$ cat src/cachePkg.sv
package cachePkg;

	// cache geometry, word addressed.
	localparam int addrWidth = 16; // flat word address.
	localparam int wordWidth = 32;
	localparam int offsetWidth = 2; // 4 words per line.
	localparam int indexWidth = 6;
	localparam int tagWidth = 8;
	localparam int numLines = 64; // one line per index value.

	typedef logic [wordWidth-1:0] wordT;

	// address split as the stores see it, msb first.
	typedef struct packed {
		logic [tagWidth-1:0] tag;
		logic [indexWidth-1:0] index;
		logic [offsetWidth-1:0] offset;
	} addrFieldsT;

	// one address word, read either flat or split into fields.
	typedef union packed {
		logic [addrWidth-1:0] raw; // client and memory view.
		addrFieldsT fields; // tag store, line store and controller view.
	} cacheAddrU;

	// per-line bookkeeping.
	typedef struct packed {
		logic valid;
		logic dirty; // line differs from memory.
		logic [tagWidth-1:0] tag;
	} tagEntryT;

	// one client request as held while the cache works on it.
	typedef struct packed {
		logic write; // 1 = store, 0 = load.
		cacheAddrU addr;
		wordT writeData; // unused for loads.
	} cacheReqT;

endpackage
$ cat src/reqDecoder.sv
`timescale 1ns/1ps

module reqDecoder import cachePkg::*; (
	input  logic      clk,
	input  logic      rstN,
	input  logic      reqValid, // client strobe.
	input  logic      reqWrite,
	input  cacheAddrU reqAddr,
	input  wordT      reqWriteData,
	input  logic      done, // controller finished the request.
	output logic      start, // one-cycle pulse per accepted request.
	output cacheReqT  req,
	output logic      busy
);

	logic accept;

	// strobes are ignored while a request is in flight.
	assign accept = reqValid && !busy;

	// control side.
	always_ff @(posedge clk or negedge rstN) begin
		if (!rstN) begin
			start <= 1'b0;
			busy <= 1'b0;
		end else begin
			start <= accept; // pulse, accept cannot repeat while busy.
			if (accept) begin
				busy <= 1'b1;
			end else if (done) begin
				busy <= 1'b0; // drops on the same edge respValid rises.
			end
		end
	end

	// request register, held stable until the next acceptance.
	always_ff @(posedge clk) begin
		if (accept) begin
			req.write <= reqWrite;
			req.addr <= reqAddr;
			req.writeData <= reqWriteData;
		end
	end

endmodule

$ cat config.mk
export PLATFORM = sky130hd
export DESIGN_NAME = reqDecoder
export DESIGN_NICKNAME = d
export VERILOG_FILES = /design/src/cachePkg.sv /design/src/reqDecoder.sv
export SDC_FILE = /design/constraint.sdc
export NUM_CORES = 1
export LEC_CHECK = 0
export ABC_AREA = 1
export BUFFER_PORTS_ARGS = -buffer_cell sky130_fd_sc_hd__buf_2
export CAP_MARGIN = 5
export CORE_MARGIN = 2
export CORE_UTILIZATION = 43
export CTS_CLUSTER_SIZE = 14
export DETAILED_ROUTE_END_ITERATION = 7
export GPL_TIMING_DRIVEN = 0
export HOLD_SLACK_MARGIN = 0.03
export PLACE_DENSITY_LB_ADDON = 0.3
export RECOVER_POWER = 25
export SLEW_MARGIN = 20
export SYNTH_ARGS = -nofsm -noshare
export SYNTH_HDL_FRONTEND = slang
export SYNTH_SLANG_ARGS = --single-unit
$ cat constraint.sdc
create_clock -name clk -period 4.8 [get_ports clk]
set_input_delay 0.48 -clock clk [delete_from_list [all_inputs] [get_ports clk]]
set_output_delay 0.48 -clock clk [all_outputs]
set_load 0.02 [all_outputs]
Word level (Yosys, flattened, before mapping)

Cells that the tools add are included.

Register bits: 51
Input bits: 53
Output and inout port bits: 51
Word-level logic and storage cells: 10

Multiplexer cells: 2
Reductions and logical operators: 3

Operators with widths:

| kind                | count |
|---|---|
| $mux W1             | 2 |
| $reduce_bool A2 Y1  | 1 |
| $logic_and A1 B1 Y1 | 1 |
| $logic_not A1 Y1    | 1 |

Longest topological paths before layout

Depth after elaboration: 3
Depth in mapped cells: 3
Mapped depth without buffers: 3

Worst setup path before layout

OpenSTA, ideal clock, no wires.

Path kind: register to register
From: register busy
To: register req[0] (netlist name) (enable)
Setup time: 0.404 ns
Arrival time: 1.565 ns
Data required time: 4.396 ns
Slack: 2.831 ns
Stages on the path, launching flop included: 4
Path buffers: 0
Clock period less this slack: 1.969 ns
Cell sequence: dfrtp_1 inv_1 nand2_2 inv_1

Cells in the longest elaborated chain, start to end: 2

RTL lines:

| what                   | RTL line         | source |
|---|---|---|
| start, declared        | reqDecoder.sv:13 | `output logic busy` |
| start signal, assigned | reqDecoder.sv:25 | `busy <= 1'b0;` |
| start signal, assigned | reqDecoder.sv:29 | `busy <= 1'b1;` |
| start signal, assigned | reqDecoder.sv:31 | `busy <= 1'b0;` |
| $logic_not A1 Y1       | reqDecoder.sv:19 | `assign accept = reqValid && !busy;` |
| $logic_and A1 B1 Y1    | reqDecoder.sv:19 |  |
| via accept             | reqDecoder.sv:16 | `logic accept;` |
| end, declared          | reqDecoder.sv:12 | `output cacheReqT req,` |

The timed path passes the listed nets, and every way through them passes these cells.
A chain may end at the register's enable or synchronous reset.

Final worst setup path

From: register busy
To: register req[42] (netlist name) (enable)

Same word-level chain as after synthesis.

==> summary.md <==
| Metric | Value |
|---|---|
| CTS root buffer | clkbuf_4 |
| CP top delay family | buffers and inverters |
| First-pass GRT wire length | approximately 4200 um |
| Critical-path maximum fanout | 26 |
| Largest net degree at the start of global routing | 27 |
| Die height | 64.02 um |
| Pins over their slew limit | 0 |
| ANT cells | 0 |
| Yosys cell types | 5 |
| Worst-Skew Late Latency | between 0.3 and 0.4 ns |
| DRT iter0 DRCs | 26 |
| Rel. slew slack | about 65% |
| Pwr dens | a little under 400 nW/um^2 |
| H-Tree Depth | 2 |
| Sequential-to-total area share from yosys stat | between 90% and 100% |
| CTS tree | yes |
| Tot GR Track Use | between 10 and 15% |
| Total Neg Setup Slack | 0 ns |
| Worst reg2reg path depth | 4 |
| RSZ-0062 raised after global routing | no |
| Achievable Freq | ~680 MHz |
| Avg Inst Size Synth | roughly 27 um^2 |
| Synthesized instance count | 57 |
| Critical path origin | busy |
| Setup-failing EPs final | 0 |
| Detailed-route wire length per cell | around 13 um |
| Buffers and inverters on the worst path | 3 |
| Fill cells | ~250 |
| Crit-path slowest cell | dfrtp_1 |
| Crit Path Class | flop to flop |
| Cells along the critical path | inv_1 -> nand2_2 -> inv_2 -> buf_16 |
| Post-Synthesis Net Count | 110 |
| Grt ovf | 0 |
| Design area | 2231 um^2 |
| Flops & latches, synth | 51 |
| Width of the die | approximately 64 um |
| Worst path arrival time | between 1.5 and 2 ns |
| Routed via count | 936 |
| Via density | 4.353 |
| Fin Clk Skew | 0.009037 ns |
| Max clock buf depth | 2 |
| Placed Area | between 2000 and 2500 um^2 |
| Measured slew at the worst slew-check pin | between 0.5 and 0.6 ns |
| Setup Buffers After CTS | 0 |
| Max rail drop VDD | 287.5 uV |
| Switching fraction of total power | ~22% |
| Fin. Hold Viols | 0 |
| Sequential power share | roughly three fifths |
| Starting density of the core | between 40% and 50% |
| I/O Buffers | roughly 100 |
| Max Cap Viol | 0 |
| Worst r2r dst | req[42] |
| CP Depth | 4 |
| Worst EP required | between 4 and 5 ns |
| Vias in the first global route | between 900 and 1k |
| Total wire length | roughly 2800 um |
| IO Pins | approximately 100 |
| Drc violations | 0 |
| Status | finished, final reports clean |
| TritonCTS Sinks | 51 |
| Tmin final | between 1 and 1.5 ns |
| Area growth syn-to-layout | 44.02% |
| Worst setup EP type | flop |
| Largest stage delay on the critical path | between 0.4 and 0.5 ns |
| Startpoint class of the critical path | flop |
| Initial antenna violation count | 0 |
| Hold crit path type | primary input to flop |
| Setup slack, reg-to-reg | between 3 and 4 ns |
| ANT nets after route | 0 |
| Share of cells above drive strength 1 | between 60% and 70% |
| Yosys warns | 0 |
| Final Net Count | approximately 220 |
| Core box area | ~3400 um^2 |
| Period utilization | 30.62% |
| Switching power | about 190 uW |
| Clock-pin slew on the worst setup and hold paths | 0.13 ns |
| Rows | 21 |
| Synthesized cell area | 1549 um^2 |
| Post-DP HPWL | 2221 um |
| Comb power frac | approximately an eighth |
| CP endpoint | req[42] |
| Clock share of power | between 20% and 30% |
| GP Congestion | just over 0.6 |
| LEAKAGE | a little under 1 nW |
| Die area | roughly 4100 um^2 |
| Inserted Clock Buffers | 5 |
| First-pass detailed-route iteration total | 3 |
| Reg2reg start | busy |
| Cell Int Power | approximately 680 uW |
## stage by stage
step | instances | total power [mW] | utilization [%] | worst slack [ns] | hold WS (ns)
3_5_place_dp | 207 | 0.6589 | 63.42 | 3.198 | 0.2678
6_report | 215 | 0.8689 | 65.82 | 3.330 | 0.2930
2_1_floorplan | 57 | 0.6021 | - | 2.831 | 0.1844
4_1_cts | 215 | 0.8803 | 65.82 | 3.309 | 0.2732
5_1_grt | 215 | 0.9077 | 65.82 | 3.205 | 0.2566
3_3_place_gp | 206 | 0.6505 | 62.61 | 2.539 | 0.2646
## per-layer routing
metal / share of wire [%] / routed length [um] / track usage [%] / vias up
met2: 52 / 1486 / 25.26 / 67
li1: - / - / - / 441
met4: 3.3 / 93 / 8.152 / 0
met3: 11 / 307 / 6.338 / 9
met1: 33 / 950 / 14.76 / 419
met5: 0 / 0 / 0 / -
## registers in the layout (all words and copies together) (netlist names)
signal and flops:
req 49, start 1, busy 1
## worst reg2reg max path: cells and delay by family, from the launching register on
kind | cells | cell delay [ns]
flip-flops | 1 | 0.41
buffers and inverters | 3 | 0.72
AND/OR/NAND/NOR | 1 | 0.06
## power groups by stage
stage               Clock, mW  Sequential [mW]  Combinational (mW)
floorplan                   0            0.588              0.0141
global placement            0            0.546               0.105
detailed placement          0            0.545               0.114
CTS                     0.231            0.535               0.115
global route            0.249            0.538               0.121
finish                  0.222            0.534               0.113
## layout make-up
cell class | instances | area (um^2) | share of cell area, %
clock buffer | 6 | 41.29 | 1.851
multi-input combinational | 3 | 16.27 | 0.7291
sequential | 51 | 1521 | 68.20
inverter | 3 | 11.26 | 0.5048
timing repair buffer | 105 | 553.0 | 24.79
clock inverter | 1 | 30.03 | 1.346
tap | 46 | 57.56 | 2.580
## cell usage in the layout, fill, tap and decap left out
master	n
buf_2	103
edfxtp_1	49
clkbuf_4	5
inv_1	2
nand2_2	2
dfrtp_1	2
inv_2	1
nand2_1	1
bufinv_16	1
clkbuf_1	1
dlygate4sd3_1	1
buf_16	1
## timing repair
| action | CTS | global route |
|---|---|---|
| endpoints found under the hold margin | 2 | 0 |
| hold buffers | 1 | 0 |
| gates resized for setup | 0 | 0 |
## worst min path at each step
stage / start / cells after the start / to / slack (ns)
2_1_floorplan: rstN / 0 / busy / 0.18
3_3_place_gp: rstN / 1 / start / 0.26
3_5_place_dp: rstN / 1 / busy / 0.27
4_1_cts: reqAddr[1] / 1 / req[33] / 0.27
5_1_grt: reqWriteData[3] / 1 / req[3] / 0.26
6_report: reqWriteData[15] / 1 / req[15] / 0.29
## synthesized netlist by cell type
cell type	n	area share (%)
edfxtp_1	49	95
nand2_1	1	0.24
inv_1	3	0.73
nand2_2	2	0.81
dfrtp_1	2	3.2
## logic make-up (layout without fill, tap and decap cells)
| family | count (synthesis) | count (layout) | share of synthesized area, % |
|---|---|---|---|
| flops | 51 | 51 | 98.22 |
| simple gates | 3 | 3 | 1.050 |
| buf+inv | 3 | 115 | 0.7269 |
Power figures use the tool's default switching activity.
