File: config.mk
export PLATFORM = sky130hd
export DESIGN_NAME = respMux
export DESIGN_NICKNAME = d
export VERILOG_FILES = /design/src/busPkg.sv /design/src/cachePkg.sv /design/src/respMux.sv
export SDC_FILE = /design/constraint.sdc
export NUM_CORES = 1
export LEC_CHECK = 0
export BUFFER_PORTS_ARGS = -buffer_cell sky130_fd_sc_hd__buf_2
export CELL_PAD_IN_SITES_DETAIL_PLACEMENT = 0
export CELL_PAD_IN_SITES_GLOBAL_PLACEMENT = 1
export CORE_ASPECT_RATIO = 1.75
export CORE_MARGIN = 2
export CORE_UTILIZATION = 26
export CTS_CLUSTER_SIZE = 28
export DETAILED_ROUTE_END_ITERATION = 8
export PLACE_DENSITY_LB_ADDON = 0.1
export SYNTH_ARGS = -nofsm -noshare
export SYNTH_HDL_FRONTEND = slang
export SYNTH_SLANG_ARGS = --single-unit
File: constraint.sdc
create_clock -name clk -period 0.8 [get_ports clk]
set_input_delay 0.16 -clock clk [delete_from_list [all_inputs] [get_ports clk]]
set_output_delay 0.16 -clock clk [all_outputs]
set_load 0.1 [all_outputs]
File: src/busPkg.sv
package busPkg;

	// memory port moves whole lines only.
	localparam int lineWords = 4;
	localparam int busWordWidth = 32;
	localparam int lineAddrWidth = 14; // tag and index, no offset.

	// word 0 sits in the low bits.
	typedef logic [lineWords-1:0][busWordWidth-1:0] lineT;

	typedef logic [lineAddrWidth-1:0] lineAddrT;

	// one memory transaction.
	typedef struct packed {
		logic write; // 1 = writeback, 0 = refill read.
		lineAddrT lineAddr;
		lineT writeLine; // only meaningful for writebacks.
	} memReqT;

endpackage

File: src/cachePkg.sv
package cachePkg;

	// cache geometry, word addressed.
	localparam int addrWidth = 16; // flat word address.
	localparam int wordWidth = 32;
	localparam int offsetWidth = 2; // 4 words per line.
	localparam int indexWidth = 6;
	localparam int tagWidth = 8;
	localparam int numLines = 64; // one line per index value.

	typedef logic [wordWidth-1:0] wordT;

	// address split as the stores see it, msb first.
	typedef struct packed {
		logic [tagWidth-1:0] tag;
		logic [indexWidth-1:0] index;
		logic [offsetWidth-1:0] offset;
	} addrFieldsT;

	// one address word, read either flat or split into fields.
	typedef union packed {
		logic [addrWidth-1:0] raw; // client and memory view.
		addrFieldsT fields; // tag store, line store and controller view.
	} cacheAddrU;

	// per-line bookkeeping.
	typedef struct packed {
		logic valid;
		logic dirty; // line differs from memory.
		logic [tagWidth-1:0] tag;
	} tagEntryT;

	// one client request as held while the cache works on it.
	typedef struct packed {
		logic write; // 1 = store, 0 = load.
		cacheAddrU addr;
		wordT writeData; // unused for loads.
	} cacheReqT;

endpackage
File: src/respMux.sv
`timescale 1ns/1ps

module respMux
	import cachePkg::*;
	import busPkg::*;
(
	input  logic     clk,
	input  logic     rstN,
	input  logic     done, // lookup hit in this cycle.
	input  cacheReqT req,
	input  lineT     line, // line at the request's index.
	output logic     respValid,
	output wordT     respReadData
);

	wordT selWord;

	// stores echo the word they wrote, loads pick the word at the offset.
	assign selWord = req.write ? req.writeData : line[req.addr.fields.offset];

	always_ff @(posedge clk or negedge rstN) begin
		if (!rstN) begin
			respValid <= 1'b0;
		end else begin
			respValid <= done; // one-cycle pulse, done never repeats back to back.
		end
	end

	// data holds until the next response.
	always_ff @(posedge clk) begin
		if (done) begin
			respReadData <= selWord;
		end
	end

endmodule

# Word level (Yosys, flattened, before mapping)
# Cells that the tools add are included.
totals:
  register_bits: 33
  wordCells: 6
  input_bits: 180
  output_inout_bits: 33
op_classes:
  n_lt_le_gt_ge: 1
  muxes: 3
ops:
  columns: ["cell", "count"]
  rows:
  - ["32-bit binary-select mux with 2-bit select", 1]
  - ["32-bit two-way mux", 2]
  - ["2-bit by 3-bit < comparator with 1-bit output (second input constant)", 1]

# Depth between registers and ports, before layout
depth:
  depth_word: 3
  depth_mapped: 5
  ltp_nobuf: 3

# Worst setup path after synthesis
# OpenSTA, ideal clock, no wires.
synth_path:
  path_kind: "input to register"
  start: "input port req[48] (netlist bit)"
  end: "register respReadData[21] (data pin)"
  setup_time_ns: 0.284
  path_buffers: 2
  path_slack_ns: -0.382
  arrival_time_ns: 0.897
  stages: 5
  required_time_ns: 0.516
  cell_sequence: "buf_2 > nand2b_4 > buf_2 > a211oi_1 > a221oi_2"
synth_between:
  elab_chain_cells: 1
synth_rtl:
  columns: ["item", "line", "text"]
  rows:
  - ["start: declaration", "respMux.sv:10", "input cacheReqT req,"]
  - ["32-bit two-way mux", "respMux.sv:19", "assign selWord = req.write ? req.writeData : line[req.addr.fields.offset];"]
  - ["via selWord[21]", "respMux.sv:16", "wordT selWord;"]
  - ["end signal: assignment", "respMux.sv:32", "respReadData <= selWord;"]
  - ["end: declaration", "respMux.sv:13", "output wordT respReadData"]
# The timed path passes the listed nets, and every way through them passes these cells.
# A chain may end at the register's enable or synchronous reset.

# Worst setup path in the final report
layout_path:
  start: "register respValid"
  end: "output port respValid"
layout_lines:
  columns: ["item", "line", "text"]
  rows:
  - ["start: declaration", "respMux.sv:12", "output logic respValid,"]
  - ["start signal: assignment", "respMux.sv:25", "respValid <= done;"]
# No word-level cell between the ends.

==> impl.org <==
** Status
- Result of the run :: complete, but fails checks
- Failing checks :: negative setup slack

** Floorplanning
- For this configuration, the core starts out at a cell density of 26.6%.
- Measured along the x axis, the die boundary spans 76.7 µm.
- In this run the core area contains 46 standard-cell rows.
- The die is 131 µm tall.
- Die Outline Area :: 10100 µm²
- Number of primary I/O pins :: 213
- The core region is 9040 µm².

** Layout
- Area of all placed cells without fillers :: 5040 µm²
- Final #Nets :: 610
- Of the cells placed in the final design, the portion with a size suffix greater than 1 is 72.2%.
- Area added between synthesis and finish :: 110%
- Once layout is complete, the cells apart from fillers number 551.
- At the end of the flow the core is filled with cells to 55.8%.
- After filler insertion, the fill cell instance count of the layout stands at 817.
- The number of antenna diodes in the final layout is 0.

** Worst setup path
- In this run the worst path has a maximum fanout of 1.
- WP depth :: 1
- Startpoint type of the worst setup path :: flop
- For the worst setup path, the data required time is 0.64 ns.
- The worst setup path is of the flop to output port kind.
- STA puts the critical path data arrival time at 0.92 ns.
- WP buf/inv :: 1
- STA classifies the critical path endpoint as an output port.
- The most critical setup path has its startpoint at respValid.
- The slowest stage of the critical path is the sky130_fd_sc_hd__dfrtp_4 cell.
- In this run the worst setup path terminates at respValid.
- Walking the worst path, the cells encountered are buf_12.
- Broken down by cell family, the worst path's largest delay share belongs to flip-flops.
- Highest cell delay on the worst timing path :: 0.47 ns

** GRT
- Number of global-route vias before repair :: 2800
- Total congestion overflow after global routing :: 0
- First-pass GRT wire length :: 14.3 mm
- The initial antenna violation count is 0.
- Gr usage total :: 18.1%
- Pin count of the biggest net entering global routing :: 19

** Clocking
- The clock net in this run drives a total of 33 sinks.
- Clock-pin transition on the worst setup and hold timing paths :: 0.05 ns
- Clock tree synthesis inserted a total of 5 buffers.
- TritonCTS built the clock tree.
- CTS max path bufs :: 2
- Cell chosen for the clock root :: sky130_fd_sc_hd__clkbuf_16
- H-tree level count :: 2

** Power and ir drop
- Cell internal power was estimated by the tool at 4.86 mW.
- Net switching power of the design :: 2.92 mW
- VDD IR-drop max :: 0.786 mV
- Total power for the finished layout comes to 7.78 mW.
- Per report_power, the sequential group accounts for 29.1% of the total.
- Net switching is 37.6% of the power.
- Of the total power, the clock network draws 24.1%.
- For this design the ratio of total power to cell area is 1540 nW/µm².
- Of the total power, combinational logic draws 46.8%.
- Pleak :: 2.24 nW

** Logic synthesis
- Synth Area in Simple Gates :: 9.06%
- The synthesized netlist contains 16 unique library cells.
- In this run the mean area of a mapped cell was 11.1 µm².
- By area, the combinational part of the netlist is dominated by compound AO/OA/AOI/OAI gates.
- Proportion of synthesized area in mux cells :: 13.3%
- The synthesized netlist devotes 25.0% of its cell area to compound gates.
- Area of the mapped netlist :: 2400 µm²
- After technology mapping, the gate count stands at 216.
- Share of the yosys chip area belonging to registers :: 41.0%
- After synthesis the netlist holds a flip-flop and latch count of 33.
- After Yosys synthesis, full adders, half adders and majority gates account for 0% of the synthesized area.
- Area share of xor/xnor cells in the synthesized design :: 0%
- Number of warnings reported in the yosys synthesis log :: 0
- Post-Synthesis Net Count :: 396

** Routing
- Drt first pass iters :: 4
- Final routed wire length divided by cell count :: 17.0 µm
- For this run, design rule violations remaining after detail routing come to 0.
- The final layout contains routed wiring with a total length of 9.34 mm.
- Once detail routing completed, the nets flagged for antenna violations numbered 0.
- In this run, the number of DRC markers left after iteration 0 of detailed routing was 50.
- Total number of vias :: 2590
- Dividing the detail-routed via count by the number of cells gives 4.70.

** Timing
- The smallest clock period supported by the final layout is computed as 1.08 ns.
- Setup repair after global routing missed its margin :: true
- Across all setup checks in the final design, the least slack found is -0.281 ns.
- Setup violations remaining at the end of the flow were counted as 62.
- Number of hold-slack violations in the final timing report :: 0
- Pins over their slew limit :: 0
- Max Clk Rate :: 0.925 GHz
- In this run the tightest slew margin relative to its limit is 85.7%.
- Across all hold checks on the routed design, the worst slack comes to 0.183 ns.
- Worst slew pin tran :: 0.208 ns
- The worst path uses 135% of the clock period.
- After routing, the total negative slack on setup checks comes to -9.48 ns.

** Placement
- In this run the tool buffered the top-level ports with 198 buffer cells.
- Once placement finished, the instance area stood at 4320 µm².
- Final Wtd Congestion :: 0.788
- Cell count after placement :: 531
- Prior to clock tree synthesis, the placed netlist has a worst setup slack of -0.386 ns.
- After legalization and detailed placement, the total HPWL measured 6.58 mm.

** Min path
- Classification of the worst-slack hold path :: input pin to async pin

** Run
- Max-cap violations in this run came to 0.
[cells in the mapped netlist]
library cell	count	area, µm²
sky130_fd_sc_hd__nand2b_4	1	13.8
sky130_fd_sc_hd__a221oi_2	13	195
sky130_fd_sc_hd__buf_12	1	20.0
sky130_fd_sc_hd__buf_6	5	56.3
sky130_fd_sc_hd__buf_2	8	40.0
sky130_fd_sc_hd__nor2b_1	32	200
sky130_fd_sc_hd__buf_4	4	30.0
sky130_fd_sc_hd__edfxtp_1	32	961
sky130_fd_sc_hd__clkbuf_1	2	7.51
sky130_fd_sc_hd__nor2_1	1	3.75
sky130_fd_sc_hd__a211oi_1	32	240
sky130_fd_sc_hd__a221oi_1	19	166
sky130_fd_sc_hd__inv_1	32	120
sky130_fd_sc_hd__dfrtp_1	1	25.0
sky130_fd_sc_hd__mux2i_1	32	320
sky130_fd_sc_hd__buf_1	1	3.75
[routing by layer]
layer | global-route usage [%] | vias up | wire, µm
li1 | - | 1246 | -
met1 | 19.0 | 1209 | 3480
met2 | 34.6 | 124 | 5130
met3 | 3.71 | 11 | 564
met4 | 6.06 | 0 | 172
met5 | 0 | - | 0
[repair_timing]
item	in CTS	in global routing
hold buffers	1	0
buffers inserted	3	1
resized for setup	42	23
pin swaps	7	4
setup endpoints to repair	65	65
hold endpoints to repair	1	0
gates cloned	6	3
[placed cells by master (no fill, tap or decap)]
cell type,count
sky130_fd_sc_hd__clkbuf_1,3
sky130_fd_sc_hd__nand2b_4,1
sky130_fd_sc_hd__nor2_4,1
sky130_fd_sc_hd__nor2b_2,7
sky130_fd_sc_hd__mux2i_4,1
sky130_fd_sc_hd__mux2i_1,25
sky130_fd_sc_hd__a221oi_1,2
sky130_fd_sc_hd__buf_4,5
sky130_fd_sc_hd__buf_6,3
sky130_fd_sc_hd__nor2b_1,25
sky130_fd_sc_hd__buf_12,43
sky130_fd_sc_hd__buf_16,8
sky130_fd_sc_hd__dfrtp_4,1
sky130_fd_sc_hd__a221oi_2,30
sky130_fd_sc_hd__clkbuf_16,8
sky130_fd_sc_hd__buf_8,2
sky130_fd_sc_hd__mux2i_2,6
sky130_fd_sc_hd__a211oi_4,13
sky130_fd_sc_hd__edfxtp_1,32
sky130_fd_sc_hd__a211oi_2,19
sky130_fd_sc_hd__buf_2,163
sky130_fd_sc_hd__inv_1,32
sky130_fd_sc_hd__dlygate4sd3_1,1
[layout make-up]
class | instances | area, µm² | area share, %
well taps | 120 | 150 | 2.98
inverters | 32 | 120 | 2.38
repair buffers | 228 | 2080 | 41.3
flip-flops and latches | 33 | 990 | 19.6
clock buffers | 8 | 136 | 2.70
multi-input cells | 130 | 1560 | 31.0
[registers in the layout (all words and copies together), names as in the netlist]
register	cells
respReadData	32
respValid	1
[how the worst min path moves through the flow]
stage | end | slack [ns] | depth (start not counted)
floorplan | respValid | -0.14 | 0
global placement | respValid | -0.06 | 1
detailed placement | respValid | -0.06 | 1
CTS | respValid | 0.18 | 2
global route | respValid | 0.19 | 2
finish | respValid | 0.18 | 2
[power groups by stage]
stage	Combinational [mW]	Sequential, mW	Clock (mW)
2_1_floorplan	0.704	3.46	0
3_3_place_gp	3.25	2.29	0
3_5_place_dp	3.26	2.30	0
4_1_cts	3.54	2.27	1.94
5_1_grt	3.80	2.28	1.99
6_report	3.64	2.26	1.88
[logic make-up (layout without fill, tap and decap cells)]
| logic type | count (synthesis) | count (layout) |
|---|---|---|
| AO/OA/AOI/OAI | 64 | 64 |
| buffers and inverters | 53 | 268 |
| flip-flops | 33 | 33 |
| multiplexers | 32 | 32 |
| AND/OR/NAND/NOR | 34 | 34 |
Power figures use the tool's default switching activity.
