File: src/busPkg.sv
package busPkg;

	// memory port moves whole lines only.
	localparam int lineWords = 4;
	localparam int busWordWidth = 32;
	localparam int lineAddrWidth = 14; // tag and index, no offset.

	// word 0 sits in the low bits.
	typedef logic [lineWords-1:0][busWordWidth-1:0] lineT;

	typedef logic [lineAddrWidth-1:0] lineAddrT;

	// one memory transaction.
	typedef struct packed {
		logic write; // 1 = writeback, 0 = refill read.
		lineAddrT lineAddr;
		lineT writeLine; // only meaningful for writebacks.
	} memReqT;

endpackage

File: src/cachePkg.sv
package cachePkg;

	// cache geometry, word addressed.
	localparam int addrWidth = 16; // flat word address.
	localparam int wordWidth = 32;
	localparam int offsetWidth = 2; // 4 words per line.
	localparam int indexWidth = 6;
	localparam int tagWidth = 8;
	localparam int numLines = 64; // one line per index value.

	typedef logic [wordWidth-1:0] wordT;

	// address split as the stores see it, msb first.
	typedef struct packed {
		logic [tagWidth-1:0] tag;
		logic [indexWidth-1:0] index;
		logic [offsetWidth-1:0] offset;
	} addrFieldsT;

	// one address word, read either flat or split into fields.
	typedef union packed {
		logic [addrWidth-1:0] raw; // client and memory view.
		addrFieldsT fields; // tag store, line store and controller view.
	} cacheAddrU;

	// per-line bookkeeping.
	typedef struct packed {
		logic valid;
		logic dirty; // line differs from memory.
		logic [tagWidth-1:0] tag;
	} tagEntryT;

	// one client request as held while the cache works on it.
	typedef struct packed {
		logic write; // 1 = store, 0 = load.
		cacheAddrU addr;
		wordT writeData; // unused for loads.
	} cacheReqT;

endpackage
File: src/missController.sv
`timescale 1ns/1ps

module missController
	import cachePkg::*;
	import busPkg::*;
(
	input  logic                   clk,
	input  logic                   rstN,
	input  logic                   start, // new request registered.
	input  cacheReqT               req,
	input  logic                   hit,
	input  tagEntryT               victim,
	input  lineT                   line, // current contents of the indexed line.
	input  logic                   memAck,
	input  lineT                   memReadLine, // valid with memAck on a read.
	output logic [indexWidth-1:0]  index,
	output logic [tagWidth-1:0]    lookupTag,
	output logic                   install,
	output logic [tagWidth-1:0]    installTag,
	output logic                   setDirty,
	output logic                   fillEnable,
	output lineT                   fillLine,
	output logic                   wordEnable,
	output logic [offsetWidth-1:0] wordOffset,
	output wordT                   wordData,
	output logic                   memReq, // one pulse per transaction.
	output memReqT                 memReqData,
	output logic                   done
);

	typedef enum logic [2:0] {
		idle,
		lookup,
		writeBack, // waiting for the victim write to be taken.
		refill, // waiting for the line read.
		finish
	} stateT;

	stateT state;
	stateT nextState;
	logic victimDirty;
	logic issueWb;
	logic issueRead;

	// every store is addressed by the held request.
	assign index = req.addr.fields.index;
	assign lookupTag = req.addr.fields.tag;
	assign installTag = req.addr.fields.tag;
	assign wordOffset = req.addr.fields.offset;
	assign wordData = req.writeData;
	assign fillLine = memReadLine;

	assign victimDirty = victim.valid && victim.dirty;

	// a miss on a dirty line saves it first, otherwise go straight to the read.
	assign issueWb = (state == lookup) && !hit && victimDirty;
	assign issueRead = ((state == lookup) && !hit && !victimDirty) ||
		((state == writeBack) && memAck);

	// completion happens only out of lookup.
	assign done = (state == lookup) && hit;
	assign wordEnable = done && req.write;
	assign setDirty = done && req.write;

	// refill data lands in the same cycle as its ack.
	assign fillEnable = (state == refill) && memAck;
	assign install = (state == refill) && memAck;

	always_comb begin
		nextState = state;
		case (state)
			idle: if (start) nextState = lookup;
			lookup: begin
				if (hit) begin
					nextState = idle;
				end else if (victimDirty) begin
					nextState = writeBack;
				end else begin
					nextState = refill;
				end
			end
			writeBack: if (memAck) nextState = refill;
			refill: if (memAck) nextState = finish;
			finish: nextState = lookup; // retry, the entry is installed now.
			default: nextState = idle;
		endcase
	end

	always_ff @(posedge clk or negedge rstN) begin
		if (!rstN) begin
			state <= idle;
			memReq <= 1'b0;
		end else begin
			state <= nextState;
			memReq <= issueWb || issueRead; // registered, so a clean pulse.
		end
	end

	// transaction payload, captured alongside the pulse.
	always_ff @(posedge clk) begin
		if (issueWb) begin
			memReqData.write <= 1'b1;
			memReqData.lineAddr <= {victim.tag, index}; // victim's own address.
			memReqData.writeLine <= line;
		end else if (issueRead) begin
			memReqData.write <= 1'b0;
			memReqData.lineAddr <= {lookupTag, index};
			memReqData.writeLine <= '0;
		end
	end

endmodule

File: config.mk
export PLATFORM = sky130hd
export DESIGN_NAME = missController
export DESIGN_NICKNAME = d
export VERILOG_FILES = /design/src/busPkg.sv /design/src/cachePkg.sv /design/src/missController.sv
export SDC_FILE = /design/constraint.sdc
export NUM_CORES = 1
export LEC_CHECK = 0
export BUFFER_PORTS_ARGS = -buffer_cell sky130_fd_sc_hd__buf_4
export CAP_MARGIN = 20
export CORE_AREA = 2 2 251 253
export CTS_CLUSTER_DIAMETER = 200
export DETAILED_ROUTE_END_ITERATION = 12
export DIE_AREA = 0 0 253 255
export GPL_ROUTABILITY_DRIVEN = 0
export PLACE_DENSITY = 0.36
export SYNTH_ARGS = -nofsm -noshare
export SYNTH_HDL_FRONTEND = slang
export SYNTH_SLANG_ARGS = --single-unit
File: constraint.sdc
create_clock -name clk -period 17.6 [get_ports clk]
set_input_delay 2.64 -clock clk [delete_from_list [all_inputs] [get_ports clk]]
set_output_delay 2.64 -clock clk [all_outputs]
set_load 0.01 [all_outputs]
## Word-level counts from Yosys, hierarchy flattened

Cells that the tools add are included.

| storage, ports and cells | value |
|---|---|
| register bits after elaboration | 147 |
| input bits | 320 |
| logic and storage cells | 38 |
| output and inout port bits | 333 |

| operators by class | value |
|---|---|
| eq/ne operators | 7 |
| multiplexer cells | 8 |
| reductions and logical operators | 15 |

Operator list:

| kind | count |
|---|---|
| 142-bit two-way mux | 2 |
| 3-bit case mux with 5 select lines | 1 |
| 3-bit two-way mux | 3 |
| 1-bit logical AND | 8 |
| 3-bit by 2-bit == test with 1-bit output, second input constant | 2 |
| 2-bit inequality test, second input constant | 3 |
| 3-bit by 1-bit == test with 1-bit output, second input constant | 1 |
| 3-bit == test, second input constant | 1 |
| 3-bit zero test | 1 |
| 3-bit AND reduction | 1 |
| 1-bit zero test | 2 |
| 1-bit logical OR | 2 |
| 2-bit two-way mux | 1 |
| 2-bit nonzero test | 1 |
| 1-bit two-way mux | 1 |

## Logic depth before layout (Yosys ltp)

| logic depth | value |
|---|---|
| depth in word-level cells | 6 |
| depth in mapped cells | 5 |
| mapped depth without buffers | 3 |

## Least setup slack after synthesis

Ideal clock, no wire load.

| timing | value |
|---|---|
| path type | input port to flip-flop |
| start | input hit |
| end | register memReq |
| required time | 16.400 ns |
| cell stages on the path | 1 |
| path slack | 3.127 ns |
| setup time | 1.200 ns |
| arrival time | 13.273 ns |
| buffers on the path | 0 |
| path through | o32ai_1 |

| on the way | value |
|---|---|
| cells in the longest elaborated chain, start to end | 5 |
| elaborated cells on any way between the ends | 6 |
| those cells by class | 6 x reduce/logical |

Ends and longest elaborated chain:

| element | line | RTL |
|---|---|---|
| start, declared | missController.sv:11 | `input logic hit,` |
| 1-bit zero test * | missController.sv:56, missController.sv:57 |  |
| 1-bit logical AND * | missController.sv:56, missController.sv:57 |  |
| 1-bit logical AND | missController.sv:57 | `assign issueRead = ((state == lookup) && !hit && !victimDirty) \|\|` |
| 1-bit logical OR | missController.sv:57 |  |
| 1-bit logical OR * | missController.sv:95 | `memReq <= issueWb \|\| issueRead;` |
| end signal, assigned | missController.sv:95 |  |
| end, declared | missController.sv:26 | `output logic memReq,` |

Every way passes the cells marked *; elsewhere a longest branch is shown, timed or not.
A chain may end at the register's enable or synchronous reset.

## Worst setup path after layout

| timing | value |
|---|---|
| start | input hit |
| end | output wordEnable |

| on the way | value |
|---|---|
| cells in the longest elaborated chain, start to end | 2 |

Ends and longest elaborated chain:

| element | line | RTL |
|---|---|---|
| 1-bit logical AND | missController.sv:61 | `assign done = (state == lookup) && hit;` |
| 1-bit logical AND | missController.sv:62 | `assign wordEnable = done && req.write;` |
| end, declared | missController.sv:23 | `output logic wordEnable,` |

No other way between the ends.

==> results.cfg <==
[finish]
flow.area_growth_from_synthesis_pct = 37.4
post_route_cells_drive_above_1_share_pct = 59.5
layout.nets = 978
filler_cell_count_in_the_final_layout = 6913
top_library_cells_by_usage_in_the_layout_fill_and_taps_aside = buf_4 (334), edfxtp_1 (142), and2_1 (105), and2_2 (24), clkbuf_16 (17)
layout_cell_area_excl_fill_mm2 = 0.00955
final_common_cell = buf_4

[sta]
worst_slew_pin_slew_ns = 0.878
fin_setup_tns_ns = 0
holdWs_ns = 0.469
max_clock_freq_mhz = 159
grt_setup_unrepaired = no
period_minus_slack_ns = 6.31
setup-violations-final = 0
fin_crit_sh_pct = 35.8
finalHoldViolCount = 0
finalClockSkew_ns = 0.0158
post-route-worst-setup-slack_ns = 11.29
slew-limit-headroom_pct = 41.4
report.final.slew_viol_count = 0

[power_and_ir_drop]
power.clock.fraction_pct = 28.3
peakVddDrop_mv = 0.0461
combinationalPowerShare_pct = 28.2
p_sw_share_pct = 31.2
p_int_uw = 879
p_leak_uw = 0.00378
power_density_mw_per_mm2 = 134
register_share_of_total_power_pct = 43.5
psw_uw = 399

[worst_setup_path]
cp_data_arrival_time_ns = 3.67
regToRegStartpoint = state[1]
worst-path-max-fanout = 5
cpMaxStageDelayCell = nor3b_1
required_ns = 14.96
critical_path_buf_inv_count = 3
r2r.worst_path.cells = 5
cp-endpoint = wordEnable
critical_path.endpoint_type = output pin
crit_family = buffers and inverters
timing.critical_path.cells = buf_4 -> nor3b_1 -> buf_4 -> and2_1 -> buf_4
worstReg2RegEnd = memReqData[94]
worst_setup_path_start_kind = primary input
crit_cells = 5
setup.worst_path.class = primary input to output pin
crit_path_from = hit
path_common_cell = buf_4
max_stage_delay_ns = 0.29
setup.reg_to_reg.worst_slack_ns = 14.10

[outcome]
outcome = completed

[floorplanning]
core_area_mm2 = 0.0622
floorplan.die.height_um = 255
initial_core_util_pct = 11.2
die_area_mm2 = 0.0645
floorplan.rows = 92
pin_count = 653
die_width_um = 253

[drt]
route.detailed.vias_per_inst = 2.81
route.detailed.drc = 0
total_wire_length_um = 29900
first_iter_violations = 161
via_count = 4133
post_drt_wl_per_cell_um = 20.3
drt_first_pass_iters = 4
drt.antenna.violating_nets = 0

[global_route]
grt_util_all_layers_pct = 8.83
grt_max_degree = 94
antenna_found_initial = 3
first_global_vias = 4033
grt.overflow.total = 0
grt_first_pass_wirelength_um = 36900

[logic_synthesis]
synth_edf_count = 142
synth-async-reset-ratio_pct = 2.72
synth_fp_nets = 827
synthDistinctLibCells = 26
ys.flop_type = edfxtp_1
synthesis.instances = 507
yosys_register_bits = 147
yosysWarnings = 0
seq_total_area_yosys_pct = 63.0
post_synth_instance_area_mm2 = 0.00695
syn-mean-instance-area_um2 = 13.7

[placed_design]
place_worst_setup_slack_ns = 11.24
placed_area_mm2 = 0.00898
port_buffers = 328
post-dp-hpwl_um = 24300

[clock_tree]
htree_num_levels = 4
cts_buffers = 17
clkTransAtPathRegs_ns = 0.07
clkLatencyLatePin_ns = 0.47
cts-root-to-sink-buffers = 2
cts_hold_buffers = 0
postCtsSetupRepairBufs = 0
cts-resized-gates = 0
cts.sink_count = 147
clock_tree.root_cell = clkbuf_16
tritoncts = yes

[min_path]
min_path_type = register to register

[flow_run]
max_cap_violations = 0
tightest hold or removal path, cell delays in order (launching register included):
cell and delay [ns]:
dfxtp_1 0.32, inv_1 0.05, o21bai_1 0.06
sequential cells by signal, indices dropped and copies added (netlist names):
signal / flops
memReqData: 143
state: 3
memReq: 1
cell families (layout without fill, tap and decap cells):
kind of cell	Yosys count	in the layout	share of synthesized area [%]
other	0	3	0
multiplexers	8	8	1.35
AO/OA/AOI/OAI	7	7	0.792
buffers and inverters	203	367	21.6
AND/OR/NAND/NOR	142	142	13.3
flip-flops	147	147	63.0
per-layer routing:
layer  part of all wire, %  up-vias  GRT usage [%]
li1                      -     1816              -
met1                    26     1863           6.49
met2                    54      343           16.4
met3                    15      109           5.94
met4                   5.0        2           5.61
met5                 0.043        -              0
synthesized netlist by cell type, types with 3 or more instances:
library cell	n	area [µm²]
buf_6	3	33.8
clkbuf_2	12	60.1
and2_1	105	657
mux2_2	7	78.8
buf_4	186	1400
nand2_1	3	11.3
nor2_1	5	18.8
dfrtp_1	4	100
and2_2	24	180
edfxtp_1	142	4260
power groups by stage:
stage / combinational (µW) / sequential, µW / clock [µW]
6_report: 360 / 556 / 362
5_1_grt: 391 / 567 / 392
4_1_cts: 374 / 557 / 381
3_5_place_dp: 374 / 564 / 0
3_3_place_gp: 375 / 562 / 0
2_1_floorplan: 122 / 661 / 0
worst min path at each step:
stage,from,slack (ns),depth (start not counted),endpoint
after global placement,memReqData[142],0.45,2,memReqData[142]
after CTS,memReqData[142],0.48,2,memReqData[142]
after global routing,memReqData[142],0.52,2,memReqData[142]
after floorplan,state[2],0.46,1,state[1]
final,memReqData[142],0.47,2,memReqData[142]
after detailed placement,memReqData[142],0.46,2,memReqData[142]
cell type report:
class	count	area (µm²)	share of cell area (%)
antenna	3	7.51	0.0786
tap	799	1000	10.5
clock inverter	14	130	1.36
clock buffer	18	429	4.49
timing repair buffer	334	2510	26.3
sequential	147	4380	45.9
inverter	1	3.75	0.0393
multi-input combinational	157	1090	11.4
through the flow:
step	std cells	util (%)	total power [µW]
2_1_floorplan	507	-	783
3_3_place_gp	1438	14.5	936
3_5_place_dp	1438	14.5	938
4_1_cts	1470	15.4	1310
5_1_grt	1470	15.4	1350
6_report	1473	15.4	1280
No activity file was read; power rests on OpenSTA's default activity.
