[config.mk]
export PLATFORM = sky130hd
export DESIGN_NAME = tagStore
export DESIGN_NICKNAME = d
export VERILOG_FILES = /design/src/cachePkg.sv /design/src/tagStore.sv
export SDC_FILE = /design/constraint.sdc
export NUM_CORES = 1
export LEC_CHECK = 0
export BUFFER_PORTS_ARGS = -buffer_cell sky130_fd_sc_hd__buf_2
export CAP_MARGIN = 20
export CORE_UTILIZATION = 60
export CTS_CLUSTER_DIAMETER = 120
export DETAILED_ROUTE_END_ITERATION = 6
export GPL_TIMING_DRIVEN = 0
export PLACE_DENSITY = 0.76
export SYNTH_ARGS = -nofsm -noshare
export SYNTH_HDL_FRONTEND = slang
export SYNTH_SLANG_ARGS = --single-unit
[constraint.sdc]
create_clock -name clk -period 3.63 [get_ports clk]
set_input_delay 0.1815 -clock clk [delete_from_list [all_inputs] [get_ports clk]]
set_output_delay 0.1815 -clock clk [all_outputs]
set_load 0.02 [all_outputs]
[src/cachePkg.sv]
package cachePkg;

	// cache geometry, word addressed.
	localparam int addrWidth = 16; // flat word address.
	localparam int wordWidth = 32;
	localparam int offsetWidth = 2; // 4 words per line.
	localparam int indexWidth = 6;
	localparam int tagWidth = 8;
	localparam int numLines = 64; // one line per index value.

	typedef logic [wordWidth-1:0] wordT;

	// address split as the stores see it, msb first.
	typedef struct packed {
		logic [tagWidth-1:0] tag;
		logic [indexWidth-1:0] index;
		logic [offsetWidth-1:0] offset;
	} addrFieldsT;

	// one address word, read either flat or split into fields.
	typedef union packed {
		logic [addrWidth-1:0] raw; // client and memory view.
		addrFieldsT fields; // tag store, line store and controller view.
	} cacheAddrU;

	// per-line bookkeeping.
	typedef struct packed {
		logic valid;
		logic dirty; // line differs from memory.
		logic [tagWidth-1:0] tag;
	} tagEntryT;

	// one client request as held while the cache works on it.
	typedef struct packed {
		logic write; // 1 = store, 0 = load.
		cacheAddrU addr;
		wordT writeData; // unused for loads.
	} cacheReqT;

endpackage
[src/tagStore.sv]
`timescale 1ns/1ps

module tagStore import cachePkg::*; (
	input  logic                  clk,
	input  logic                  rstN,
	input  logic [indexWidth-1:0] index, // line being looked up or written.
	input  logic [tagWidth-1:0]   lookupTag,
	input  logic                  install, // refill done, write clean entry.
	input  logic [tagWidth-1:0]   installTag,
	input  logic                  setDirty, // write hit on the indexed line.
	output logic                  hit,
	output tagEntryT              victim // current occupant of the indexed line.
);

	logic [numLines-1:0] validQ;
	logic [numLines-1:0] dirtyQ;
	logic [tagWidth-1:0] tagQ [numLines];

	// valid bits come up cleared so every line starts empty.
	always_ff @(posedge clk or negedge rstN) begin
		if (!rstN) begin
			validQ <= '0;
		end else if (install) begin
			validQ[index] <= 1'b1;
		end
	end

	// dirty bits only matter behind a set valid bit.
	always_ff @(posedge clk) begin
		if (install) begin
			dirtyQ[index] <= 1'b0; // fresh line matches memory.
		end else if (setDirty) begin
			dirtyQ[index] <= 1'b1;
		end
	end

	// tag array.
	always_ff @(posedge clk) begin
		if (install) begin
			tagQ[index] <= installTag;
		end
	end

	// combinational read of the indexed entry.
	always_comb begin
		victim.valid = validQ[index];
		victim.dirty = dirtyQ[index];
		victim.tag = tagQ[index];
	end

	// hit needs both a live line and a matching tag.
	assign hit = victim.valid && (victim.tag == lookupTag);

endmodule

Yosys cells after proc, flatten, opt, wreduce, memory -nomap -nowiden
Memories as Yosys holds them, arrays and structs flattened.
Cells that the tools add are included.
{"block": "op_classes", "add_sub_neg": 0, "n_mul": 0, "n_div": 0, "n_lt_le_gt_ge": 2, "n_eq_ne": 1, "shifts": 0, "mux": 10, "bitwise_logic": 4, "reduce_logical": 3}
{"operator": "64-bit two-way mux", "count": 2}
{"operator": "64-bit OR", "count": 2}
{"operator": "64-bit bitwise AND", "count": 1}
{"operator": "64-bit NOT", "count": 1}
{"operator": "1-bit binary-select mux with 6-bit select", "count": 2}
{"operator": "8-bit equality test", "count": 1}
{"operator": "6-bit by 7-bit less-than comparator with 1-bit output, second input constant", "count": 1}
{"operator": "1-bit demux with 6-bit select", "count": 1}
{"operator": "6-bit by 1-bit >= comparator with 1-bit output, second input constant", "count": 1}
{"operator": "1-bit two-way mux", "count": 5}
{"operator": "1-bit logical AND", "count": 2}
{"operator": "2-bit nonzero test", "count": 1}
{"block": "totals", "ff_bits": 128, "latchBits": 0, "ramBits": 512, "romBits": 0, "elab_cells": 23, "n_memories": 1}
{"memory": "tagQ", "depth": 64, "word_bits": 8, "rd": 1, "rd_ports_with_merged_regs": 0, "wr": 1, "line": "tagStore.sv:17", "rtl": "logic [tagWidth-1:0] tagQ [numLines];"}

Depth between registers and ports, before layout
Gate-level depths: netlist of the first run.
{"block": "logic_depth", "ltp_word": 7, "depth_mapped": 14}

Least setup slack after synthesis of the first run
OpenSTA, ideal clock, no wires.
{"block": "synth_path", "path_type": "input to output", "start": "input index[2]", "end": "output hit", "arrival_time_ns": 2.769, "required_time_ns": 3.448, "path_slack_ns": 0.680, "cell_stages": 13, "path_buffers": 5, "path_cell_list": "buf_6 -> buf_6 -> buf_6 -> buf_6 -> buf_2 -> mux4_2 -> a22oi_1 -> a21oi_1 -> a2111oi_0 -> nand4_1 -> xnor2_1 -> nand4_1 -> nor4_2"}
{"item": "start: declaration", "line": "tagStore.sv:6", "rtl": "input logic [indexWidth-1:0] index,"}
{"item": "end: declaration", "line": "tagStore.sv:11", "rtl": "output logic hit,"}

Worst setup path after layout of the first run
{"block": "layout_path", "start": "input index[1]", "end": "output hit"}
{"block": "layout_via", "elab_chain_len": 3, "word_cells_on_any_way": 5, "cone_classes": "1 x eq/ne; 2 x mux; 1 x reduce/logical; 1 x memory"}
{"item": "memory 64 x 8 bit / 1-bit binary-select mux with 6-bit select (equally long branches)"}
{"item": "8-bit equality test / 1-bit two-way mux (equally long branches)", "line": "tagStore.sv:52, tagStore.sv:46"}
{"item": "1-bit logical AND (*)", "line": "tagStore.sv:52", "rtl": "assign hit = victim.valid && (victim.tag == lookupTag);"}
Mark *: on every way between the ends. The rest lies on a longest branch, timed or not. The select of a mux whose other input is x is not followed.

==> results of run 1 <==
[final cells by class]
class                           instances  area share, %
Timing Repair Buffer                   54           1.64
Clock inverter                         26          0.971
Multi-Input combinational cell        783           21.7
Clock buffer                           86           5.85
Tap cell                              539           2.32
Antenna cell                            4         0.0344
Sequential cell                       640           64.9
Buffer                                 95           2.56
Inverter                                4         0.0516
[registers in the layout (all words and copies together) (netlist names), named ones only]
signal and count:
validQ 64, tagQ 512
[what timing repair did]
| action | 4_1_cts | 5_1_grt |
|---|---|---|
| endpoints found under the hold margin | 64 | 29 |
| gates cloned | 0 | 0 |
| pin swaps | 8 | 3 |
| setup endpoints to repair | 72 | 1 |
| hold buffers | 2 | 2 |
| setup buffers | 3 | 0 |
| resized for setup | 100 | 4 |
[per-layer routing]
metal  vias to the layer above  share of wire [%]
met5                         -                  0
met4                         0                6.1
met3                       294                 15
met2                      1478                 44
met1                      8146                 36
li1                       6241                  -
[power by group through the flow]
stage	Clock (mW)	Combinational [mW]	Sequential [mW]
after global routing	6.62	1.40	8.31
after detailed placement	0	1.24	8.45
after CTS	6.35	1.30	8.30
after floorplan	0	0.677	8.42
after global placement	0	1.20	8.43
final	6.40	1.38	8.29
[final timing paths]
check	start	end	slack, ps	depth (start not counted)
max in group asynchronous	rstN	validQ[26]	3030	3
worst min-delay path	installTag[3]	tagQ[14][3]	10	1
min in group asynchronous	rstN	validQ[37]	130	3
worst max-delay path	index[1]	hit	-360	10
worst max register to register	validQ[3]	validQ[3]	2820	1
worst min register to register	validQ[63]	validQ[63]	460	1
[metrics by stage]
stage | cell area [µm²] | TNS [ps]
2_1_floorplan | 25600 | 0
3_3_place_gp | 26500 | -256740
3_5_place_dp | 26600 | -192030
4_1_cts | 28900 | -244
5_1_grt | 29100 | -272
6_report | 29100 | -624
[synthesized netlist by cell type (5+ instances only)]
library cell / instances
sky130_fd_sc_hd__edfxtp_1: 576
sky130_fd_sc_hd__nor2_1: 152
sky130_fd_sc_hd__mux2i_1: 82
sky130_fd_sc_hd__or2_2: 67
sky130_fd_sc_hd__dfrtp_1: 64
sky130_fd_sc_hd__mux4_2: 57
sky130_fd_sc_hd__nand2_1: 55
sky130_fd_sc_hd__a221oi_1: 49
sky130_fd_sc_hd__mux2_2: 45
sky130_fd_sc_hd__a21oi_1: 38
sky130_fd_sc_hd__a22oi_1: 38
sky130_fd_sc_hd__buf_2: 36
sky130_fd_sc_hd__o22ai_1: 26
sky130_fd_sc_hd__clkbuf_1: 25
sky130_fd_sc_hd__o21ai_0: 23
sky130_fd_sc_hd__nand3_1: 16
sky130_fd_sc_hd__buf_6: 14
sky130_fd_sc_hd__a22o_1: 11
sky130_fd_sc_hd__buf_4: 10
sky130_fd_sc_hd__buf_1: 9
sky130_fd_sc_hd__a31oi_1: 8
sky130_fd_sc_hd__a221o_1: 7
sky130_fd_sc_hd__and3b_1: 7
sky130_fd_sc_hd__nor2b_1: 7
sky130_fd_sc_hd__a211o_1: 5
sky130_fd_sc_hd__a211oi_1: 5
sky130_fd_sc_hd__nand3b_1: 5
sky130_fd_sc_hd__o22a_1: 5
sky130_fd_sc_hd__o2bb2ai_1: 5
sky130_fd_sc_hd__or4_1: 5
[kinds of logic after synthesis]
| family | Yosys count |
|---|---|
| muxes | 187 |
| xor gates and xnor gates | 8 |
| DFF | 640 |
| buffers and inverters | 99 |
| AOI/OAI and AO/OA | 242 |
| and+or+nand+nor | 346 |
==> summary.txt, run 1 <==
unique cell type count in the Yosys netlist = 67
Final Net Count = 1665
maximum vdd ir drop = 0.388 mV
I/O pin count = 37
post-route antenna net violation count = 0
share of the synthesized area in the top cell type = 67.5%
Final Instance Count excl. Fillers = 2231
share of layout cells above drive strength 1 = 23.9%
number of enable-type register cells in the synthesized netlist = 576
P_sw = 3.70 mW
sequential fraction of design power = 51.6%
data arrival time of the worst path = 3810 ps
worst hold slack = 10.2 ps
end-of-flow core utilization = 69.2%
root buffer cell = sky130_fd_sc_hd__clkbuf_16
biggest area consumer among synthesized cells = sky130_fd_sc_hd__edfxtp_1
gate family responsible for the most delay along the worst path = compound AO/OA/AOI/OAI gates
xor-xnor portion of the synthesized cell area = 0.274%
mux cell area share after synthesis = 10.3%
highest fanout seen on the critical path = 10
Max stage delay on crit path = 960 ps
number of clock sinks seen by CTS = 640
number of global-route vias before repair = 15400
Slew Viols, Final = 0
clock tree from TritonCTS = done
total chip power = 16.1 mW
power density over the cells = 552 mW/mm²
worst relative slew slack = 21.8%
min-delay worst type = in -> reg
Post-Route WL = 82.3 mm
post-synthesis average cell area = 16.8 µm²
violated checks = setup timing
number of clock buffers inserted by TritonCTS = 61
area share of fa/ha/maj cells after synthesis = 0%
required arrival time at the worst endpoint = 3450 ps
Starting DRT DRC Count = 2875
number of buffers on the longest clock path = 3
basic-gate share of the synthesized area counting and, or, nand and nor cells = 6.55%
deepest level of the CTS H-tree = 2
post-route clock skew = 0 ps
max cap viols = 0
unrepaired setup endpoints after global routing = true
sequential fraction of the synthesis area = 73.8%
Cell Rows = 75
highest-count cells in the layout ignoring fill and taps = sky130_fd_sc_hd__edfxtp_1, sky130_fd_sc_hd__nor2_1, sky130_fd_sc_hd__mux2i_1
vias per cell = 7.24
antenna violations before repair = 2
core area = 0.0420 mm²
fraction of power consumed by the clock network = 39.8%
placer congestion estimate = 1.02
horizontal extent of the die = 209 µm
fraction of power spent switching nets = 23.0%
critical path, cell by cell = buf_6 -> buf_6 -> and2_4 -> clkbuf_1 -> a221oi_1 -> o311ai_0 -> nor4_1 -> a211o_1 -> nor4_2 -> buf_4
most common library cell in the layout ignoring fill and taps = sky130_fd_sc_hd__edfxtp_1
initial core utilization = 60.9%
final hold violation count = 0
path type of the worst setup path = in -> out
Final period util = 110%
flop and latch count out of synthesis = 640
Worst setup EP type = output port
CP max stage cell = sky130_fd_sc_hd__o311ai_0
via count = 16200
most used flip-flop cell after synthesis = sky130_fd_sc_hd__edfxtp_1
number of endpoints failing setup at the final stage = 10
half-perimeter wire length after placement = 51.6 mm
top cells by area, synth = sky130_fd_sc_hd__edfxtp_1, sky130_fd_sc_hd__dfrtp_1, sky130_fd_sc_hd__mux4_2, sky130_fd_sc_hd__mux2i_1, sky130_fd_sc_hd__nor2_1
grt met1 use = 52.4%
dominant combinational cell family by area after synthesis = multiplexers
number of fill cells = 2742
count of input and output buffers = 34
Setup WS pre-CTS = -1730 ps
count of placed standard cells including taps = 2101
internal power = 12.4 mW
global-route track usage on met2 = 55.0%
number of iterations in the first detailed-routing pass = 5
element type at the critical path start = primary input
portion of total power attributed to combinational logic = 8.6%
clk slew on worst S/H paths = 60 ps
met3 track demand over resource = 12.6%
proportion of register bits with asynchronous set or reset after synthesis = 10.0%
wire length per cell = 36.9 µm
result of the run = complete, but fails checks
sequential cell area in the final layout = 0.0189 mm²
Yosys warning count = 0
vertical die dimension = 209 µm
combined area of the multi-input logic cells = 0.00631 mm²
DRC violations left = 0
library cell appearing most often on the critical path = sky130_fd_sc_hd__buf_6
full die area = 0.0435 mm²
global-route wire length before repair = 114 mm
worst setup slack after layout = -363 ps
post-synthesis instance area = 0.0256 mm²
syn nets = 1548
layout overhead on the synthesized area = 13.7%
Worst-Skew Late Latency = 630 ps
Compound-Gate Fraction of Synth Area = 6.87%
most used routing layer = met2
Max Clock Freq = 250 MHz
pin count of the biggest net entering global routing = 65
P_leak = 9.95 nW
time the worst path needs with I/O delays and setup = 3990 ps
Overall Global Routing Usage = 38.3%
overflow left after global routing = 0
Gate Count Post-Synth = 1522
slew at the pin with the worst max-slew slack = 1170 ps
crit path buf inv count = 4
No activity file was read; power rests on OpenSTA's default activity.
==> run 2: changes to the inputs <==
clock period = 3.8 ns   (was 3.63 ns; I/O delays follow)
==> run 2 against run 1 <==
The run still ends with setup timing left. Hold slack better by 7.5 ps. Largest power group unchanged. Non-clock buffer count stayed put. Die area stayed put. Core utilization hardly changed. Sequential cell count stayed put. Critical path type unchanged.
==> summary.txt, run 2 (same netlist as run 1, synthesis figures left out) <==
most used routing layer = met2
half-perimeter wire length after placement = 51.6 mm
Max stage delay on crit path = 560 ps
worst relative slew slack = 23.9%
min-delay worst type = in -> reg
worst setup slack after layout = -98.3 ps
vertical die dimension = 209 µm
Worst setup EP type = output port
Starting DRT DRC Count = 2856
initial core utilization = 60.9%
worst hold slack = 17.7 ps
overflow left after global routing = 0
placer congestion estimate = 1.02
unrepaired setup endpoints after global routing = true
vias per cell = 7.23
maximum vdd ir drop = 0.370 mV
post-route clock skew = 0 ps
most common library cell in the layout ignoring fill and taps = sky130_fd_sc_hd__edfxtp_1
DRC violations left = 0
total chip power = 15.3 mW
global-route wire length before repair = 114 mm
required arrival time at the worst endpoint = 3610 ps
wire length per cell = 36.8 µm
root buffer cell = sky130_fd_sc_hd__clkbuf_16
deepest level of the CTS H-tree = 2
number of global-route vias before repair = 15400
core area = 0.0420 mm²
pin count of the biggest net entering global routing = 65
grt met1 use = 52.6%
global-route track usage on met2 = 54.4%
highest fanout seen on the critical path = 10
Slew Viols, Final = 0
via count = 16100
number of clock buffers inserted by TritonCTS = 61
share of layout cells above drive strength 1 = 23.9%
library cell appearing most often on the critical path = sky130_fd_sc_hd__buf_4
number of endpoints failing setup at the final stage = 1
layout overhead on the synthesized area = 13.7%
CP max stage cell = sky130_fd_sc_hd__nor2b_1
Final Net Count = 1665
highest-count cells in the layout ignoring fill and taps = sky130_fd_sc_hd__edfxtp_1, sky130_fd_sc_hd__nor2_1, sky130_fd_sc_hd__mux2i_1
startpoint of the most critical register-to-register path = validQ[41]
power density over the cells = 527 mW/mm²
P_leak = 9.95 nW
clock tree from TritonCTS = done
met3 track demand over resource = 12.8%
number of buffers on the longest clock path = 3
Hold Startpoint = installTag[3]
time the worst path needs with I/O delays and setup = 3900 ps
Post-Route WL = 82.1 mm
number of clock sinks seen by CTS = 640
horizontal extent of the die = 209 µm
result of the run = complete, but fails checks
path type of the worst setup path = in -> out
full die area = 0.0435 mm²
Final period util = 103%
post-route antenna net violation count = 0
Overall Global Routing Usage = 38.3%
Max Clock Freq = 257 MHz
Cell Rows = 75
critical path, cell by cell = buf_6 -> buf_4 -> nor2b_1 -> buf_4 -> a221oi_1 -> or4_1 -> o311ai_1 -> nor4_1 -> a211o_1 -> nor4_2 -> buf_4
data arrival time of the worst path = 3710 ps
largest register by flop count = tagQ
number of fill cells = 2746
I/O pin count = 37
CP Launch Point = index[1]
flip-flop count of the largest register, all copies and words added = 512
slew at the pin with the worst max-slew slack = 1140 ps
Worst-Skew Late Latency = 630 ps
antenna violations before repair = 2
register-to-register setup slack = 2990 ps
number of iterations in the first detailed-routing pass = 6
violated checks = setup timing
max cap viols = 0
element type at the critical path start = primary input
final hold violation count = 0
count of input and output buffers = 34
biggest registers after layout = tagQ: 512 flops, validQ: 64 flops
clk slew on worst S/H paths = 60 ps
-- run 2: cell types whose count changed in the layout (fill, tap and decap cells not counted), sizes merged --
cell         delta
buf             -1
diode           -1
dlygate4sd3     +1
-- run 2: power by group --
group	switching (mW)	internal (mW)	leakage (nW)
sequential	0.0767	7.85	5.98
clock	2.59	3.51	0.970
combinational	0.848	0.470	3.00
total	3.51	11.8	9.95
-- run 2: critical path: cells and delay by family --
| family | cells | cell delay, ps |
|---|---|---|
| AO/OA/AOI/OAI | 3 | 800 |
| buffers and inverters | 4 | 1030 |
| AND/OR/NAND/NOR | 4 | 1660 |
-- run 2: what timing repair did --
item,4_1_cts,5_1_grt
setup endpoints to repair,3,1
hold buffers,2,3
setup buffers,3,0
resized for setup,99,7
pin swaps,8,3
hold endpoints to repair,64,45
-- run 2: layer usage --
metal	part of all wire, %	wire length (µm)
met1	35	28800
met2	43	35200
met3	16	12800
met4	6.5	5330
met5	0	0
-- run 2: through the flow --
step	TNS (ps)	cell area, µm²	worst slack [ps]	instances	util (%)
after floorplan	0	25600	833	1522	-
after global placement	-173810	26500	-1490	2095	62.9
after detailed placement	-121560	26600	-1580	2101	63.2
after CTS	-82.2	28900	-82.2	2217	68.8
after global routing	-103	29100	-103	2227	69.2
final	-98.3	29100	-98.3	2230	69.3
-- run 2: area by class of cell --
type | instances | area, µm² | area share (%)
Inverter | 4 | 15.0 | 0.0516
Clock inverter | 26 | 283 | 0.971
Clock buffer | 86 | 1700 | 5.84
Multi-Input combinational cell | 783 | 6310 | 21.7
Buffer | 94 | 738 | 2.54
Tap cell | 539 | 674 | 2.32
Antenna cell | 3 | 7.51 | 0.0258
Timing Repair Buffer | 55 | 487 | 1.67
Sequential cell | 640 | 18900 | 64.9
-- run 2: worst paths after layout --
check	cells after the start	end
max	11	hit
max reg2reg	1	validQ[41]
min reg2reg	1	validQ[63]
min in group asynchronous	3	validQ[32]
max in group asynchronous	3	validQ[26]
min	1	tagQ[10][3]
